<file path="src/logic/nabp_cfg_pkg.sv">
`default_nettype none

package nabp_cfg_pkg;

    // default array geometry
    localparam int DEF_PE_WIDTH  = 8;
    localparam int DEF_ANGLE_LEN = 4;

    // datapath widths
    localparam int SAMPLE_W = 16;
    localparam int ACC_W    = 24;

    // one projection sample as fetched from memory
    typedef logic [SAMPLE_W-1:0] sample_t;

    // running pixel sum over all angles
    typedef logic [ACC_W-1:0] acc_t;

endpackage

`default_nettype wire

</file>
<file path="src/logic/nabp_ctrl_pkg.sv">
`default_nettype none

package nabp_ctrl_pkg;

    // iteration cycle of one PE row
    typedef enum logic [2:0] {
        INIT,
        SETUP,
        FILL,
        FILL_DONE,
        SHIFT,
        SHIFT_DONE
    } iter_state_t;

endpackage

`default_nettype wire

</file>
<file path="src/logic/nabp_iter_if.sv">
`default_nettype none

// swap control <-> state control
interface nabp_swap_if #(
    parameter int ANGLE_LEN = 4,
    parameter int PE_WIDTH  = 8
);
    logic [ANGLE_LEN-1:0]         angle;
    logic [$clog2(PE_WIDTH)-1:0]  line_cnt;
    // another angle is waiting to be taken
    logic                         itr_valid;
    logic                         swap;
    logic                         swap_ready;
    logic                         next_itr;

    modport swapper (
        output angle, line_cnt, itr_valid, swap,
        input  swap_ready, next_itr
    );

    modport sequencer (
        input  angle, line_cnt, itr_valid, swap,
        output swap_ready, next_itr
    );
endinterface

// state control <-> shifter, single cycle pulses both ways
interface nabp_shift_if;
    logic fill_kick;
    logic shift_kick;
    logic fill_done;
    logic shift_done;

    modport sequencer (
        output fill_kick, shift_kick,
        input  fill_done, shift_done
    );

    modport shifter (
        input  fill_kick, shift_kick,
        output fill_done, shift_done
    );
endinterface

`default_nettype wire

</file>
<file path="src/logic/nabp_state_control.sv">
`default_nettype none

module nabp_state_control #(
    parameter int ANGLE_LEN = nabp_cfg_pkg::DEF_ANGLE_LEN,
    parameter int PE_WIDTH  = nabp_cfg_pkg::DEF_PE_WIDTH
) (
    input  wire                          clk,
    input  wire                          reset_n,
    nabp_swap_if.sequencer               sw,
    nabp_shift_if.sequencer              sh,
    output logic [ANGLE_LEN-1:0]         angle,
    output logic [$clog2(PE_WIDTH)-1:0]  line_cnt
);
    import nabp_ctrl_pkg::*;

    iter_state_t state;
    iter_state_t next_state;
    logic        fill_kick_r;

    always_ff @(posedge clk)
    begin
        if (!reset_n)
            state <= INIT;
        else
            state <= next_state;
    end

    // iteration data held for the datapath
    always_ff @(posedge clk)
    begin
        if (state == SETUP)
        begin
            angle    <= sw.angle;
            line_cnt <= sw.line_cnt;
        end
    end

    // fill starts once the captured angle reaches the shifter
    always_ff @(posedge clk)
    begin
        if (!reset_n)
            fill_kick_r <= 1'b0;
        else
            fill_kick_r <= (state == SETUP);
    end

    always_comb
    begin
        next_state = state;
        case (state)
            INIT, SHIFT_DONE:
                next_state = sw.itr_valid ? SETUP : INIT;
            SETUP:
                next_state = FILL;
            FILL:
                if (sh.fill_done)
                    next_state = FILL_DONE;
            FILL_DONE:
                if (sw.swap)
                    next_state = SHIFT;
            SHIFT:
                if (sh.shift_done)
                    next_state = SHIFT_DONE;
            default:
                next_state = INIT;
        endcase
    end

    assign sw.swap_ready = (state == FILL_DONE);
    assign sw.next_itr   = (state == INIT) || (state == SHIFT_DONE);

    assign sh.fill_kick  = fill_kick_r;
    // shift kick fires on entry only
    assign sh.shift_kick = (state != SHIFT) && (next_state == SHIFT);

endmodule

`default_nettype wire

</file>
<file path="src/logic/nabp_swap_control.sv">
`default_nettype none

module nabp_swap_control #(
    parameter int PE_WIDTH    = nabp_cfg_pkg::DEF_PE_WIDTH,
    parameter int ANGLE_LEN   = nabp_cfg_pkg::DEF_ANGLE_LEN,
    parameter int OFFSET_STEP = 1
) (
    input  wire          clk,
    input  wire          reset_n,
    input  wire          start,
    nabp_swap_if.swapper sw,
    output logic         done
);
    localparam int LW = $clog2(PE_WIDTH);
    localparam logic [LW:0] PE_W_EXT = (LW+1)'(PE_WIDTH);
    localparam logic [LW:0] STEP     = (LW+1)'(OFFSET_STEP % PE_WIDTH);
    localparam logic [ANGLE_LEN-1:0] LAST_ANGLE = '1;
    localparam logic [ANGLE_LEN-1:0] PRE_LAST   = LAST_ANGLE - 1'b1;

    logic                 running;
    // angle 0 is taken by the first next_itr, no advance there
    logic                 first;
    logic                 itr_valid_r;
    logic                 swap_r;
    logic [ANGLE_LEN-1:0] angle_r;
    logic [LW-1:0]        offset_r;
    logic [LW:0]          off_sum;

    // offset stepping by modular addition
    assign off_sum = {1'b0, offset_r} + STEP;

    always_ff @(posedge clk)
    begin
        if (!reset_n)
        begin
            running     <= 1'b0;
            first       <= 1'b0;
            itr_valid_r <= 1'b0;
            swap_r      <= 1'b0;
            done        <= 1'b0;
            angle_r     <= '0;
            offset_r    <= '0;
        end
        else
        begin
            done   <= 1'b0;
            swap_r <= sw.swap_ready && !swap_r;
            if (start)
            begin
                running     <= 1'b1;
                first       <= 1'b1;
                itr_valid_r <= 1'b1;
                angle_r     <= '0;
                offset_r    <= '0;
            end
            else if (running && sw.next_itr)
            begin
                if (first)
                    first <= 1'b0;
                else if (angle_r == LAST_ANGLE)
                begin
                    running <= 1'b0;
                    done    <= 1'b1;
                end
                else
                begin
                    angle_r  <= angle_r + 1'b1;
                    offset_r <= (off_sum >= PE_W_EXT) ? LW'(off_sum - PE_W_EXT)
                                                      : LW'(off_sum);
                    // last angle goes out now, nothing pending after it
                    if (angle_r == PRE_LAST)
                        itr_valid_r <= 1'b0;
                end
            end
        end
    end

    assign sw.angle     = angle_r;
    assign sw.line_cnt  = offset_r;
    assign sw.itr_valid = itr_valid_r;
    assign sw.swap      = swap_r;

endmodule

`default_nettype wire

</file>
<file path="src/logic/nabp_shifter.sv">
`default_nettype none

module nabp_shifter #(
    parameter int PE_WIDTH  = nabp_cfg_pkg::DEF_PE_WIDTH,
    parameter int ANGLE_LEN = nabp_cfg_pkg::DEF_ANGLE_LEN
) (
    input  wire                                    clk,
    input  wire                                    reset_n,
    nabp_shift_if.shifter                          sh,
    input  wire                                    swap,
    input  wire [ANGLE_LEN-1:0]                    angle,
    input  wire [$clog2(PE_WIDTH)-1:0]             line_cnt,
    output logic                                   wb_cyc,
    output logic                                   wb_stb,
    output logic [ANGLE_LEN+$clog2(PE_WIDTH)-1:0]  wb_adr,
    input  wire nabp_cfg_pkg::sample_t             wb_dat_i,
    input  wire                                    wb_ack,
    output nabp_cfg_pkg::sample_t                  taps [PE_WIDTH],
    output logic                                   acc_en
);
    import nabp_cfg_pkg::*;

    localparam int LW = $clog2(PE_WIDTH);
    localparam int AW = ANGLE_LEN + LW;
    localparam logic [LW-1:0] LAST_IDX = LW'(PE_WIDTH - 1);

    sample_t       fill_buf [PE_WIDTH];
    sample_t       rot [PE_WIDTH];
    logic          fetching;
    logic          fill_done_r;
    logic          shifting;
    logic [LW-1:0] fill_idx;
    logic [LW-1:0] shift_cnt;
    logic [AW-1:0] line_base;

    // first sample address of the current angle's line
    assign line_base = AW'(angle) * AW'(PE_WIDTH);

    // one classic read per sample, strobe dropped for a cycle after each ack
    always_ff @(posedge clk)
    begin
        if (!reset_n)
        begin
            fetching    <= 1'b0;
            fill_done_r <= 1'b0;
            fill_idx    <= '0;
            wb_cyc      <= 1'b0;
            wb_stb      <= 1'b0;
            wb_adr      <= '0;
        end
        else
        begin
            fill_done_r <= 1'b0;
            if (sh.fill_kick)
            begin
                fetching <= 1'b1;
                fill_idx <= '0;
                wb_adr   <= line_base;
                wb_cyc   <= 1'b1;
                wb_stb   <= 1'b1;
            end
            else if (wb_stb)
            begin
                if (wb_ack)
                begin
                    wb_cyc <= 1'b0;
                    wb_stb <= 1'b0;
                    if (fill_idx == LAST_IDX)
                    begin
                        fetching    <= 1'b0;
                        fill_done_r <= 1'b1;
                    end
                    else
                    begin
                        fill_idx <= fill_idx + 1'b1;
                        wb_adr   <= wb_adr + 1'b1;
                    end
                end
            end
            else if (fetching)
            begin
                wb_cyc <= 1'b1;
                wb_stb <= 1'b1;
            end
        end
    end

    always_ff @(posedge clk)
    begin
        if (wb_stb && wb_ack)
            fill_buf[fill_idx] <= wb_dat_i;
    end

    // rotation step count, then one accumulate cycle at zero
    always_ff @(posedge clk)
    begin
        if (!reset_n)
        begin
            shifting  <= 1'b0;
            shift_cnt <= '0;
        end
        else if (sh.shift_kick)
        begin
            shifting  <= 1'b1;
            shift_cnt <= line_cnt;
        end
        else if (shifting)
        begin
            if (shift_cnt != '0)
                shift_cnt <= shift_cnt - 1'b1;
            else
                shifting <= 1'b0;
        end
    end

    // tap i takes element i+1 on every step
    always_ff @(posedge clk)
    begin
        if (swap)
            rot <= fill_buf;
        else if (shifting && shift_cnt != '0)
        begin
            for (int i = 0; i < PE_WIDTH; i++)
                rot[i] <= rot[(i + 1) % PE_WIDTH];
        end
    end

    assign taps          = rot;
    assign acc_en        = shifting && (shift_cnt == '0);
    assign sh.shift_done = acc_en;
    assign sh.fill_done  = fill_done_r;

endmodule

`default_nettype wire

</file>
<file path="src/logic/nabp_pe_array.sv">
`default_nettype none

module nabp_pe_array #(
    parameter int PE_WIDTH = nabp_cfg_pkg::DEF_PE_WIDTH
) (
    input  wire                         clk,
    input  wire                         reset_n,
    input  wire                         start,
    input  wire                         acc_en,
    input  wire nabp_cfg_pkg::sample_t  taps [PE_WIDTH],
    input  wire [$clog2(PE_WIDTH)-1:0]  rd_addr,
    output nabp_cfg_pkg::acc_t          rd_data
);
    import nabp_cfg_pkg::*;

    acc_t acc [PE_WIDTH];

    // one accumulator per PE, cleared again by each start
    always_ff @(posedge clk)
    begin
        if (!reset_n || start)
        begin
            for (int i = 0; i < PE_WIDTH; i++)
                acc[i] <= '0;
        end
        else if (acc_en)
        begin
            for (int i = 0; i < PE_WIDTH; i++)
                acc[i] <= acc[i] + ACC_W'(taps[i]);
        end
    end

    // readout mux
    assign rd_data = acc[rd_addr];

endmodule

`default_nettype wire

</file>
<file path="src/logic/nabp_top.sv">
`default_nettype none

module nabp_top #(
    parameter int PE_WIDTH    = nabp_cfg_pkg::DEF_PE_WIDTH,
    parameter int ANGLE_LEN   = nabp_cfg_pkg::DEF_ANGLE_LEN,
    parameter int OFFSET_STEP = 3
) (
    input  wire                                   clk,
    input  wire                                   reset_n,
    input  wire                                   start,
    output wire                                   wb_cyc,
    output wire                                   wb_stb,
    output wire                                   wb_we,
    output wire [ANGLE_LEN+$clog2(PE_WIDTH)-1:0]  wb_adr,
    input  wire nabp_cfg_pkg::sample_t            wb_dat_i,
    input  wire                                   wb_ack,
    output wire                                   done,
    input  wire [$clog2(PE_WIDTH)-1:0]            rd_addr,
    output wire nabp_cfg_pkg::acc_t               rd_data
);
    import nabp_cfg_pkg::*;

    localparam int LW = $clog2(PE_WIDTH);

    logic [ANGLE_LEN-1:0] angle;
    logic [LW-1:0]        line_cnt;
    sample_t              taps [PE_WIDTH];
    logic                 acc_en;

    nabp_swap_if #(.ANGLE_LEN(ANGLE_LEN), .PE_WIDTH(PE_WIDTH)) swap_bus ();
    nabp_shift_if shift_bus ();

    // read-only master
    assign wb_we = 1'b0;

    nabp_swap_control #(
        .PE_WIDTH(PE_WIDTH), .ANGLE_LEN(ANGLE_LEN), .OFFSET_STEP(OFFSET_STEP)
    ) u_swap_control (
        .clk(clk), .reset_n(reset_n), .start(start), .sw(swap_bus), .done(done)
    );

    nabp_state_control #(.ANGLE_LEN(ANGLE_LEN), .PE_WIDTH(PE_WIDTH)) u_state_control (
        .clk(clk), .reset_n(reset_n), .sw(swap_bus), .sh(shift_bus),
        .angle(angle), .line_cnt(line_cnt)
    );

    nabp_shifter #(.PE_WIDTH(PE_WIDTH), .ANGLE_LEN(ANGLE_LEN)) u_shifter (
        .clk(clk), .reset_n(reset_n), .sh(shift_bus), .swap(swap_bus.swap),
        .angle(angle), .line_cnt(line_cnt),
        .wb_cyc(wb_cyc), .wb_stb(wb_stb), .wb_adr(wb_adr),
        .wb_dat_i(wb_dat_i), .wb_ack(wb_ack),
        .taps(taps), .acc_en(acc_en)
    );

    nabp_pe_array #(.PE_WIDTH(PE_WIDTH)) u_pe_array (
        .clk(clk), .reset_n(reset_n), .start(start), .acc_en(acc_en),
        .taps(taps), .rd_addr(rd_addr), .rd_data(rd_data)
    );

endmodule

`default_nettype wire

</file>
<file path="config.mk">
export PLATFORM = sky130hd
export DESIGN_NAME = nabp_top
export DESIGN_NICKNAME = d
export VERILOG_FILES = /design/src/logic/nabp_cfg_pkg.sv /design/src/logic/nabp_ctrl_pkg.sv /design/src/logic/nabp_iter_if.sv /design/src/logic/nabp_state_control.sv /design/src/logic/nabp_swap_control.sv /design/src/logic/nabp_shifter.sv /design/src/logic/nabp_pe_array.sv /design/src/logic/nabp_top.sv
export SDC_FILE = /design/constraint.sdc
export NUM_CORES = 1
export LEC_CHECK = 0
export BUFFER_PORTS_ARGS = -buffer_cell sky130_fd_sc_hd__clkbuf_2
export CAP_MARGIN = 0
export CORE_ASPECT_RATIO = 0.5
export CORE_MARGIN = 2
export CORE_UTILIZATION = 57
export CTS_CLUSTER_SIZE = 8
export DETAILED_ROUTE_END_ITERATION = 7
export PLACE_DENSITY = 0.77
export SKIP_LAST_GASP = 1
export SLEW_MARGIN = 20
export SYNTH_ARGS = -nofsm -noshare
export SYNTH_HDL_FRONTEND = slang
export SYNTH_SLANG_ARGS = --single-unit
export TNS_END_PERCENT = 1
</file>
<file path="constraint.sdc">
create_clock -name clk -period 5.9 [get_ports clk]
set_clock_uncertainty 0.15 [all_clocks]
set_input_delay 0.295 -clock clk [delete_from_list [all_inputs] [get_ports clk]]
set_output_delay 0.295 -clock clk [all_outputs]
set_load 0.02 [all_outputs]
</file>
==> impl.org <==
** Logic synthesis
- Synth Register Bits :: 489
- In the synthesized netlist the dominant register cell turns out to be edfxtp_1.
- The number of nets in the synthesized netlist is about 2.1k.
- The synthesized netlist contains slightly below 70 unique library cells.
- In this run the biggest area consumer among cell types represents between 50% and 60% of the synthesized area.
- Counting flops with an async set or reset pin after synthesis yields a share of 0%.
- The most common cell in the synthesized netlist is edfxtp_1.
- For this run, the register share of the synthesized area comes to 56.21%.
- Post-synth EDFFs :: about 460
- The average instance in the mapped netlist occupies 12.99 µm².
- After synthesis the cells add up to between 20000 and 30000 µm².
- Dominant cells by area after synthesis :: edfxtp_1 (54%), ha_1 (6.7%), mux2_2 (6.7%)
- Cells after Synth :: about 2.0k
- Most instantiated cells after synthesis :: edfxtp_1 (455), nor2_1 (203), mux2_2 (151)
- Summed over all instances, the cell type with the most area after synthesis is edfxtp_1.
- For this run, the number of Yosys warnings is 0.

** Clock network
- Clock transition at the registers of the reported paths :: about 0.050 ns
- Clock tree synthesis found a total of ~500 sinks.
- Maximum buffer depth of the clock tree :: 3
- Resize count post-CTS :: 0
- CTS Hold Buffers Added :: 13
- The root buffer cell chosen for the clock tree is clkbuf_16.
- TritonCTS clock tree :: done
- For the worst-skew pair, the clock arrives at the later sink with an insertion delay of around 0.6 ns.
- The number of clock buffers added by TritonCTS is 71.
- CTS HTree Levels :: 3
- Post-CTS repair timing setup buffer count :: 0

** Hold path
- Along the worst hold path, the cell count comes to 2.
- Class of the tightest hold or removal check :: in2reg

** Placed design
- Pre-CTS WS :: between 2 and 3 ns
- IO Port Bufs :: 56
- The congestion estimate from routability-driven global placement came to ~0.91.
- Detailed placement ended at an HPWL of roughly 45000 µm.

** Die
- For this design the top-level I/O count stands at 58.
- The die covers 46580 µm².
- In this run the horizontal extent of the chip is a little over 300 µm.
- From bottom edge to top edge, the die measures ~150 µm.
- Initial standard-cell utilization of the core :: between 50 and 60%
- Row generation in the floorplan step produced between 50 and 60 rows.
- Core Area :: approximately 44000 µm²

** Global routing
- Largest net degree at the start of global routing :: 87
- Number of global-route vias before repair :: approximately 16k
- Wire length of the first global-routing pass :: just under 100000 µm
- The initial antenna violation count came to 2.
- Global routing used 28.32% of the available tracks.
- For this run the aggregate overflow at the end of global routing stands at 0.

** Detailed routing
- After detailed routing, the total wire length is approximately 66000 µm.
- For this block, the initial DRC count from the detailed router was around 2.1k.
- Routed vias :: roughly 17k
- In the routed design, unresolved DRC markers number 7.
- After detailed routing, the average wire length per cell comes to about 25 µm.
- The pre-antenna-repair detailed-routing pass consisted of 8 iterations.
- Via count normalized by instance count :: roughly 6.5
- Post-route antenna net violation count :: 0

** Worst setup path
- Critical Path Start Type :: flip-flop
- The worst setup path is captured at a flip-flop.
- Data on the critical path is required at its endpoint by just over 6 ns.
- CP max stage delay :: about 0.48 ns
- Logic depth of the worst register-to-register path :: 9
- Slowest cell on the critical path :: fa_1
- By startpoint and endpoint, the worst setup path is classified as reg2reg.
- Peak fanout along the critical path :: 7
- Crit path arrival time :: roughly 3.6 ns
- The signal on the critical path passes through ha_1 > fa_1 > a211oi_1 > o21bai_1 > a21oi_2 > o311ai_1 > a31o_1 > o31a_1 > a41o_1.

** STA
- Number of hold-slack violations in the final timing report :: 0
- Of the available clock period, the critical path in the final layout requires roughly 57%.
- In the final timing run, aggregate negative setup slack is 0 ns.
- Worst rel slew slack :: between 20% and 30%
- Setup violations remaining at the end of the flow were counted as 0.
- For the pin with the worst max-slew slack, the measured transition is around 1.1 ns.
- Setup repair after global routing left no endpoint under its margin.
- Final Slew Violations :: 0
- For the finished layout, the period the worst path requires is approximately 3.3 ns.
- Maximum clock frequency :: 298.6 MHz
- Worst Setup Slack, final :: 2.551 ns

** Run status
- The flow ran to the end, but the final reports show violations.
- Failing checks :: design-rule violations

** Flow run
- Across the run, the number of max-cap violations was 0.

** Final layout
- Compared with the post-synthesis result, the final layout area differs by 12.16%.
- The repair_antennas step left the layout with diodes totalling 0.
- Share of cells above drive strength 1 :: between 15 and 20%
- Share of the core filled with cells in the final layout :: roughly two thirds
- The final layout contains 2233 nets.

** Power and ir drop
- Power density relative to cell area :: a little under 300 nW/µm²
- Highest ir drop seen on vdd :: ~180 µV
- Static power due to leakage :: between 10 and 15 nW
- The design draws 8.397 mW.
-- sequential cells by signal (all words and copies together), names as in the netlist, 3 cells and up --
name	cells
u_state_control.state	3
u_shifter.fill_buf	128
u_swap_control.sw.angle	4
u_pe_array.acc	192
u_shifter.shift_cnt	3
u_shifter.fill_idx	3
u_state_control.line_cnt	3
u_state_control.angle	4
u_shifter.taps	128
u_swap_control.sw.line_cnt	3
u_shifter.wb_adr	7
-- layer usage --
metal	vias up	GRT usage, %	part of all wire [%]
li1	7704	-	-
met1	8644	44.39	45
met2	909	39.80	42
met3	76	7.108	12
met4	0	5.911	1.6
met5	-	0	0
-- area by class of cell --
cell class / count / area (µm²)
clock buffers: 83 / 1864
well taps: 588 / 735.7
clock inverters: 6 / 92.59
multi-input cells: 1386 / 10890
flip-flops and latches: 489 / 14350
repair buffers: 88 / 580.6
inverters: 30 / 112.6
fillers: 3027 / 15230
-- power breakdown --
| part | total, mW | switching [mW] | internal [mW] | leakage (nW) |
|---|---|---|---|---|
| combinational | 0.722 | 0.430 | 0.291 | 4.97 |
| clock | 3.69 | 1.48 | 2.21 | 0.953 |
| sequential | 3.98 | 0.0963 | 3.89 | 4.78 |
-- path summary, 6_finish.rpt --
| kind | from | to | slack [ns] |
|---|---|---|---|
| max | u_pe_array.acc[2][0] | u_pe_array.acc[2][18] | 2.55 |
| min | reset_n | u_shifter.shift_cnt[2] | 0.04 |
| max reg2reg | u_pe_array.acc[2][0] | u_pe_array.acc[2][18] | 2.55 |
| min reg2reg | u_swap_control.sw.line_cnt[2] | u_state_control.line_cnt[2] | 0.30 |
-- kinds of logic after synthesis --
kind of cell	share of synthesized area, %
fa+ha+maj	7.296
simple gates	9.429
mux	11.06
other cells	0.01470
flops	56.21
compound gates	10.23
xor+xnor	4.428
buf+inv	1.334
-- cell usage in the layout (no fill, tap or decap), drive strengths merged, types with 25 or more instances in the layout --
master  instances
o21ai          81
nand3          28
inv            33
mux4           48
a21o           37
and2           28
a31oi          25
clkbuf        138
nand2         102
mux2          151
a21oi         105
xnor2          59
o21a           30
ha            136
a211oi         35
nor2          203
xor2           70
edfxtp        455
dfxtp          34
nor3           31
-- critical path, delay by kind of cell, from the launching register on --
| family | cells | cell delay (ns) |
|---|---|---|
| AO/OA/AOI/OAI | 7 | 1.83 |
| adder cells (fa/ha/maj) | 2 | 0.74 |
| flip-flops | 1 | 0.40 |
-- per-stage QoR --
step                      cell area (µm²)  hold slack [ns]  std cells
final                               28620          0.04192       2670
after global routing                28620          0.02694       2670
after CTS                           28610         0.007284       2669
after detailed placement            26520           0.2921       2567
after global placement              26520           0.2889       2567
after floorplan                     25520           0.2439       1964
No activity file was read; power rests on OpenSTA's default activity.
